[src/include/rc5_consts.svh]
`ifndef RC5_CONSTS_SVH
`define RC5_CONSTS_SVH

// word width in bits
`define RC5_W 32

// number of rounds
`define RC5_R 12

// expanded key table size, two words per round plus whitening pair
`define RC5_T (2 * `RC5_R + 2)

// secret key words (16 bytes)
`define RC5_C 4

// magic constants from the RC5 spec
`define RC5_P32 32'hB7E1_5163
`define RC5_Q32 32'h9E37_79B9

`endif

[src/design/rc5_pkg.sv]
`include "rc5_consts.svh"

package rc5_pkg;

	// one cipher word
	typedef logic [`RC5_W-1:0] rc5_word_t;

	// rotate amount, low bits of a word
	typedef logic [$clog2(`RC5_W)-1:0] rc5_rot_t;

	// a is the upper half of the block
	typedef struct packed {
		rc5_word_t a;
		rc5_word_t b;
	} rc5_block_t;

	// secret key, word 0 in the low bits
	typedef rc5_word_t [`RC5_C-1:0] rc5_key_t;

	// expanded table S[0..25], S[0] in the low bits
	typedef rc5_word_t [`RC5_T-1:0] rc5_ktab_t;

	typedef enum logic [1:0] {
		KS_IDLE,
		KS_MIX,
		KS_DONE
	} ks_state_t;

endpackage

[src/design/rc5_key_sched.sv]
`include "rc5_consts.svh"

module rc5_key_sched (
	input  logic               i_clk,
	input  logic               i_rst,
	input  rc5_pkg::rc5_key_t  i_key,
	input  logic               i_key_load,
	output rc5_pkg::rc5_ktab_t o_ktab,
	output logic               o_ready
);

	import rc5_pkg::*;

	ks_state_t  r_state;
	logic [6:0] r_step;
	logic [4:0] r_i;
	logic [1:0] r_j;
	logic       r_ready;

	// S table, L array and the running A/B words
	rc5_ktab_t  r_s;
	rc5_key_t   r_l;
	rc5_word_t  r_a;
	rc5_word_t  r_b;

	rc5_word_t  s_a_sum;
	rc5_word_t  s_a_new;
	rc5_word_t  s_b_sum;
	rc5_word_t  s_b_new;
	rc5_rot_t   s_b_rot;
	logic [2*`RC5_W-1:0] s_b_wide;

	// A = (S[i] + A + B) <<< 3
	assign s_a_sum = r_s[r_i] + r_a + r_b;
	assign s_a_new = {s_a_sum[`RC5_W-4:0], s_a_sum[`RC5_W-1:`RC5_W-3]};

	// B = (L[j] + A + B) <<< (A + B)
	assign s_b_rot  = rc5_rot_t'(s_a_new + r_b);
	assign s_b_sum  = r_l[r_j] + s_a_new + r_b;
	assign s_b_wide = {s_b_sum, s_b_sum} << s_b_rot;
	assign s_b_new  = s_b_wide[2*`RC5_W-1:`RC5_W];

	// sequencing; a load restarts from any state
	always_ff @(posedge i_clk or posedge i_rst) begin
		if (i_rst) begin
			r_state <= KS_IDLE;
			r_step  <= '0;
			r_i     <= '0;
			r_j     <= '0;
			r_ready <= 1'b0;
		end else if (i_key_load) begin
			r_state <= KS_MIX;
			r_step  <= '0;
			r_i     <= '0;
			r_j     <= '0;
			r_ready <= 1'b0;
		end else begin
			case (r_state)
				KS_MIX: begin
					r_step <= r_step + 7'd1;
					r_j    <= r_j + 2'd1;
					if (r_i == 5'(`RC5_T - 1)) begin
						r_i <= '0;
					end else begin
						r_i <= r_i + 5'd1;
					end
					// 3 * max(T, C) passes over the arrays
					if (r_step == 7'(3 * `RC5_T - 1)) begin
						r_state <= KS_DONE;
					end
				end
				KS_DONE: begin
					r_ready <= 1'b1;
				end
				default: begin
					r_ready <= 1'b0;
				end
			endcase
		end
	end

	// table and mixing words
	always_ff @(posedge i_clk) begin
		if (i_key_load) begin
			// S[k] = P + k*Q
			for (int k = 0; k < `RC5_T; k++) begin
				r_s[k] <= rc5_word_t'(`RC5_P32 + k * `RC5_Q32);
			end
			r_l <= i_key;
			r_a <= '0;
			r_b <= '0;
		end else if (r_state == KS_MIX) begin
			r_s[r_i] <= s_a_new;
			r_l[r_j] <= s_b_new;
			r_a      <= s_a_new;
			r_b      <= s_b_new;
		end
	end

	assign o_ktab  = r_s;
	assign o_ready = r_ready;

endmodule

[src/design/rc5_dpc.sv]
`include "rc5_consts.svh"

module rc5_dpc (
	input  logic                i_clk,
	input  logic                i_rst,
	input  logic                i_flag,
	input  rc5_pkg::rc5_ktab_t  i_ktab,
	input  logic                i_key_valid,
	input  rc5_pkg::rc5_block_t i_din,
	input  logic                i_din_en,
	output rc5_pkg::rc5_block_t o_dout,
	output logic                o_dout_en
);

	import rc5_pkg::*;

	logic [$clog2(`RC5_R)-1:0] r_count;

	// round keys 2..25 minus the pair used in the start cycle
	rc5_word_t [`RC5_T-5:0] r_keys;

	rc5_block_t r_blk;

	logic       s_start;
	rc5_word_t  s_ka;
	rc5_word_t  s_kb;
	rc5_word_t  s_in_a;
	rc5_word_t  s_in_b;
	rc5_block_t s_pre;
	rc5_block_t s_cur;
	rc5_block_t s_nxt;
	rc5_rot_t   s_rot0_amt;
	rc5_rot_t   s_rot1_amt;
	rc5_word_t  s_rot0_in;
	rc5_word_t  s_rot1_in;
	rc5_word_t  s_rot0;
	rc5_word_t  s_rot1;
	rc5_word_t  s_first;
	rc5_word_t  s_second;

	function automatic rc5_word_t swap_bytes(input rc5_word_t w);
		return {w[7:0], w[15:8], w[23:16], w[31:24]};
	endfunction

	// rotate left; right rotates use the negated amount
	function automatic rc5_word_t rol(input rc5_word_t w, input rc5_rot_t n);
		logic [2*`RC5_W-1:0] t;
		t = {w, w} << n;
		return t[2*`RC5_W-1:`RC5_W];
	endfunction

	assign s_start = i_din_en & i_key_valid;

	always_ff @(posedge i_clk or posedge i_rst) begin
		if (i_rst) begin
			r_count <= '0;
		end else if (s_start) begin
			r_count <= 4'd1;
		end else if (r_count == 4'(`RC5_R - 1)) begin
			r_count <= '0;
		end else if (r_count != '0) begin
			r_count <= r_count + 4'd1;
		end
	end

	// encrypt walks up the table, decrypt walks down
	always_ff @(posedge i_clk) begin
		if (s_start) begin
			if (i_flag) begin
				r_keys <= i_ktab[`RC5_T-1:4];
			end else begin
				r_keys <= i_ktab[`RC5_T-3:2];
			end
		end else if (r_count != '0) begin
			if (i_flag) begin
				r_keys <= {{2{rc5_word_t'(0)}}, r_keys[`RC5_T-5:2]};
			end else begin
				r_keys <= {r_keys[`RC5_T-7:0], {2{rc5_word_t'(0)}}};
			end
		end
	end

	// key pair of the current round
	always_comb begin
		if (i_flag) begin
			s_ka = s_start ? i_ktab[2] : r_keys[0];
			s_kb = s_start ? i_ktab[3] : r_keys[1];
		end else begin
			s_ka = s_start ? i_ktab[`RC5_T-2] : r_keys[`RC5_T-6];
			s_kb = s_start ? i_ktab[`RC5_T-1] : r_keys[`RC5_T-5];
		end
	end

	assign s_in_a = swap_bytes(i_din.a);
	assign s_in_b = swap_bytes(i_din.b);

	// pre-whitening only on encrypt
	assign s_pre.a = i_flag ? s_in_a + i_ktab[0] : s_in_a;
	assign s_pre.b = i_flag ? s_in_b + i_ktab[1] : s_in_b;

	assign s_cur = s_start ? s_pre : r_blk;

	// enc: A = ((A ^ B) <<< B) + S[2i],  B = ((B ^ A) <<< A) + S[2i+1]
	// dec: B = ((B - S[2i+1]) >>> A) ^ A,  A = ((A - S[2i]) >>> B) ^ B
	assign s_rot0_amt = i_flag ? s_cur.b[4:0] : -s_cur.a[4:0];
	assign s_rot0_in  = i_flag ? s_cur.a ^ s_cur.b : s_cur.b - s_kb;
	assign s_rot0     = rol(s_rot0_in, s_rot0_amt);

	// new A on encrypt, new B on decrypt
	assign s_first = i_flag ? s_rot0 + s_ka : s_rot0 ^ s_cur.a;

	assign s_rot1_amt = i_flag ? s_first[4:0] : -s_first[4:0];
	assign s_rot1_in  = i_flag ? s_cur.b ^ s_first : s_cur.a - s_ka;
	assign s_rot1     = rol(s_rot1_in, s_rot1_amt);

	assign s_second = i_flag ? s_rot1 + s_kb : s_rot1 ^ s_first;

	assign s_nxt.a = i_flag ? s_first : s_second;
	assign s_nxt.b = i_flag ? s_second : s_first;

	always_ff @(posedge i_clk) begin
		r_blk <= s_nxt;
	end

	// post-whitening on decrypt, then back to byte order
	assign o_dout.a = i_flag ? swap_bytes(s_nxt.a) : swap_bytes(s_nxt.a - i_ktab[0]);
	assign o_dout.b = i_flag ? swap_bytes(s_nxt.b) : swap_bytes(s_nxt.b - i_ktab[1]);

	assign o_dout_en = (r_count == 4'(`RC5_R - 1));

endmodule

[src/design/rc5_core.sv]
module rc5_core (
	input  logic                i_clk,
	input  logic                i_rst,
	input  rc5_pkg::rc5_key_t   i_key,
	input  logic                i_key_load,
	input  logic                i_flag,
	input  rc5_pkg::rc5_block_t i_din,
	input  logic                i_din_en,
	output logic                o_key_ready,
	output rc5_pkg::rc5_block_t o_dout,
	output logic                o_dout_en
);

	import rc5_pkg::*;

	// expanded table, stable while o_key_ready is high
	rc5_ktab_t s_ktab;

	rc5_key_sched u_key_sched (
		.i_clk      (i_clk),
		.i_rst      (i_rst),
		.i_key      (i_key),
		.i_key_load (i_key_load),
		.o_ktab     (s_ktab),
		.o_ready    (o_key_ready)
	);

	// ready also qualifies block starts
	rc5_dpc u_dpc (
		.i_clk       (i_clk),
		.i_rst       (i_rst),
		.i_flag      (i_flag),
		.i_ktab      (s_ktab),
		.i_key_valid (o_key_ready),
		.i_din       (i_din),
		.i_din_en    (i_din_en),
		.o_dout      (o_dout),
		.o_dout_en   (o_dout_en)
	);

endmodule

[config.mk]
export PLATFORM = sky130hd
export DESIGN_NAME = rc5_core
export DESIGN_NICKNAME = d
export VERILOG_FILES = /design/src/design/rc5_pkg.sv /design/src/design/rc5_key_sched.sv /design/src/design/rc5_dpc.sv /design/src/design/rc5_core.sv
export VERILOG_INCLUDE_DIRS = /design/src /design/src/include
export SDC_FILE = /design/constraint.sdc
export NUM_CORES = 2
export LEC_CHECK = 0
export BUFFER_PORTS_ARGS = -buffer_cell sky130_fd_sc_hd__buf_2
export CAP_MARGIN = 25
export CORE_MARGIN = 5
export CORE_UTILIZATION = 30
export CTS_CLUSTER_SIZE = 10
export DETAILED_ROUTE_END_ITERATION = 16
export PLACE_DENSITY = 0.52
export SKIP_CTS_REPAIR_TIMING = 1
export SLEW_MARGIN = 20
export SYNTH_ARGS = -nofsm -noshare
export SYNTH_HDL_FRONTEND = slang
export SYNTH_SLANG_ARGS = --single-unit
[constraint.sdc]
create_clock -name i_clk -period 37.9 [get_ports i_clk]
set_input_delay 7.58 -clock i_clk [delete_from_list [all_inputs] [get_ports i_clk]]
set_output_delay 7.58 -clock i_clk [all_outputs]
set_load 0.01 [all_outputs]
==> results.toml <==
[outcome]
outcome = "complete, no violations"

[sta]
finalCriticalPeriod_ps = 35570
fmax_ghz = 0.0281
grt_setup_unrepaired = "false"
setup_violations = 0
timing_worst_slew_pin_value_ps = 1320
final-max-slew-violation-count = 0
final_min_period_over_clock_period_pct = 93.8
finalSetupTns_ps = 0
report.final.hold_viol_count = 0
max-slew-margin-rel_pct = 12.2
fin_skew_ps = 103

[hold_path]
timing.hold.worst_endpoint = "u_key_sched.r_a[17]"
hold-path-cell-count = 2
hold_class = "register to register"
holdCritStartpoint = "u_key_sched.r_a[17]"

[run]
max_cap_violations = 0

[critical_path]
startpoint = "i_din[24]"
critical_path_max_stage_delay_ps = 850
worst-r2r-setup-slack_ps = 18270
r2r.worst_path.cells = 67
setup.worst_path.class = "primary input to output port"
cp_common_cell = "sky130_fd_sc_hd__o21ai_0"
setup.worst_path.end_class = "output port"
worst_r2r_startpoint = "u_key_sched.o_ktab[34]"
r2r-end = "u_dpc.r_blk[30]"
cpMaxStageDelayCell = "sky130_fd_sc_hd__a311oi_1"
maximum_fanout_encountered_on_the_critical_timing_path = 6
required_ps = 30320
startpoint_type = "primary input"
worst-endpoint-arrival_ps = 27990

[grt]
grt_use_total_pct = 24.4
grt_antenna_before_repair = 58
grt_max_degree = 170
grt_pass1_vias = 88300
wire_length_of_the_first_global_routing_pass_mm = 694
grt_total_ovfl = 0

[cells_and_area]
most-common-layout-cells = "sky130_fd_sc_hd__nor2_1 (1241), sky130_fd_sc_hd__nand2_1 (1183), sky130_fd_sc_hd__dfxtp_1 (960), sky130_fd_sc_hd__mux4_2 (869), sky130_fd_sc_hd__a21oi_1 (848)"
multiInputGateArea_um2 = 65000
seqCellArea_um2 = 44700
synthToLayoutAreaGrowth_pct = 12.2
drive_above_1_share_pct = 17.6
nNetsFinal = 11400
fillCellCount = 37900
final_common_cell = "sky130_fd_sc_hd__nor2_1"

[synth]
synth_nets = 11500
yosys.area.top_type = "sky130_fd_sc_hd__edfxtp_1"
synth.ff_latch_count = 1813
synth_top_area_share_pct = 22.0
postSynthCellCount = 10900
synth_cell_types = 123
edff_count_synth = 832
number_of_synthesis_warnings = 0
synth-seq-area-share_pct = 39.4
yosys-top-cells-area = "sky130_fd_sc_hd__edfxtp_1 (22%), sky130_fd_sc_hd__mux4_2 (17%), sky130_fd_sc_hd__dfxtp_1 (17%)"
avgSynthCellArea_um2 = 10.4
primary_flip_flop_cell_chosen_by_synthesis_mapping = "sky130_fd_sc_hd__dfxtp_1"
synthesis.area_um2 = 113000
synth-async-reset-ratio_pct = 1.16

[detailed_routing]
detail_route.vias_per_cell = 5.92
drt_wl_total_mm = 495
detailedRoute.firstIterationViolations = 12600
detail_route.first_pass.iterations = 9
route.detailed.drc = 0
postRouteAntennaNets = 0
routed_wire_length_per_instance_um = 30.9
detailroute.via_count = 94900

[cts]
cts-root-buf = "sky130_fd_sc_hd__clkbuf_16"
clock_latency_ps = 940
cts.sink_count = 1813
clk_transition_reported_paths_ps = 50
cts_made_buffers = 220
cts_htree_levels = 4
cts_tree = "yes"
clockBufferDepth = 4

[floorplanning]
chipWidth_um = 625
die_area_um2 = 391000
floorplan.initialDensity_pct = 30.2
placementRows = 225
die_height_um = 625
num_io_pins = 263
coreArea_um2 = 376000

[placement]
dp_hpwl_mm = 350
numPortBuffers = 262
place_congestion = 0.982
==> critical path: cells and delay by family <==
| family | cells | cell delay, ps |
|---|---|---|
| compound gates | 49 | 14160 |
| xor+xnor | 2 | 290 |
| fa+ha+maj | 8 | 2500 |
| buf+inv | 4 | 540 |
| mux | 1 | 310 |
| simple gates | 14 | 2570 |
==> cells in the mapped netlist (all sizes together) (60+ instances only) <==
master	instances
a211o	110
nand3	152
inv	322
edfxtp	832
o21a	72
nor2	1246
dfxtp	960
mux2	79
a21oi	855
o21ai	529
ha	329
nand2	1201
xor2	131
xnor2	235
and3	87
mux2i	385
fa	73
o31ai	116
nor3	119
clkbuf	647
a21o	87
o211ai	356
a211oi	147
or3	60
buf	194
mux4	869
==> worst max path at each step <==
stage                     end  slack, ps  cells after the start
floorplan           o_dout[6]       6060                     87
global placement    o_dout[7]       3140                     76
detailed placement  o_dout[7]       3080                     74
CTS                 o_dout[7]       2960                     74
global route        o_dout[6]       1400                     75
finish              o_dout[6]       2330                     78
==> layer usage <==
metal	vias up	track usage, %	wire length, µm
met5	-	0	48
met4	8	11.0	26100
met3	846	4.74	46100
met2	5048	36.9	216000
met1	48100	33.7	206000
li1	40900	-	-
==> state kept, by name, summed over array words and instances (netlist names) <==
name,flops
u_key_sched.r_l,128
u_key_sched.o_ready,1
u_dpc.r_keys,704
u_key_sched.r_j,2
u_key_sched.o_ktab,832
u_key_sched.r_a,32
u_dpc.r_count,4
u_key_sched.r_i,5
u_dpc.r_blk,64
u_key_sched.r_step,7
u_key_sched.r_state,2
u_key_sched.r_b,32
==> stage by stage <==
step	hold WS [ps]	instance area, µm²	util [%]	cells	setup slack [ps]
floorplan	453	113000	-	10900	6060
detailed placement	475	121000	32.1	15600	3080
global route	505	127000	33.8	16000	1400
CTS	483	127000	33.8	16000	2960
global placement	470	121000	32.0	15600	3140
finish	481	127000	33.8	16000	2330
==> area by class of cell <==
cell class,count,share of cell area (%)
Antenna cell,15,0.0295
Clock buffer,379,4.94
Clock inverter,21,0.202
Inverter,328,0.979
Multi-Input combinational cell,7954,51.0
Sequential cell,1813,35.1
Tap cell,4994,4.91
Timing Repair Buffer,528,2.76
==> kinds of logic after synthesis <==
group,after synthesis,share of synthesized area (%)
xor+xnor,367,2.85
simple gates,3158,11.9
fa+ha+maj,403,4.92
mux,1333,21.5
flops,1813,39.4
buf+inv,1169,3.97
compound gates,2693,15.4
Power is not shown: default switching activity piles up to over one toggle a cycle in this logic, so the estimate is an artifact.
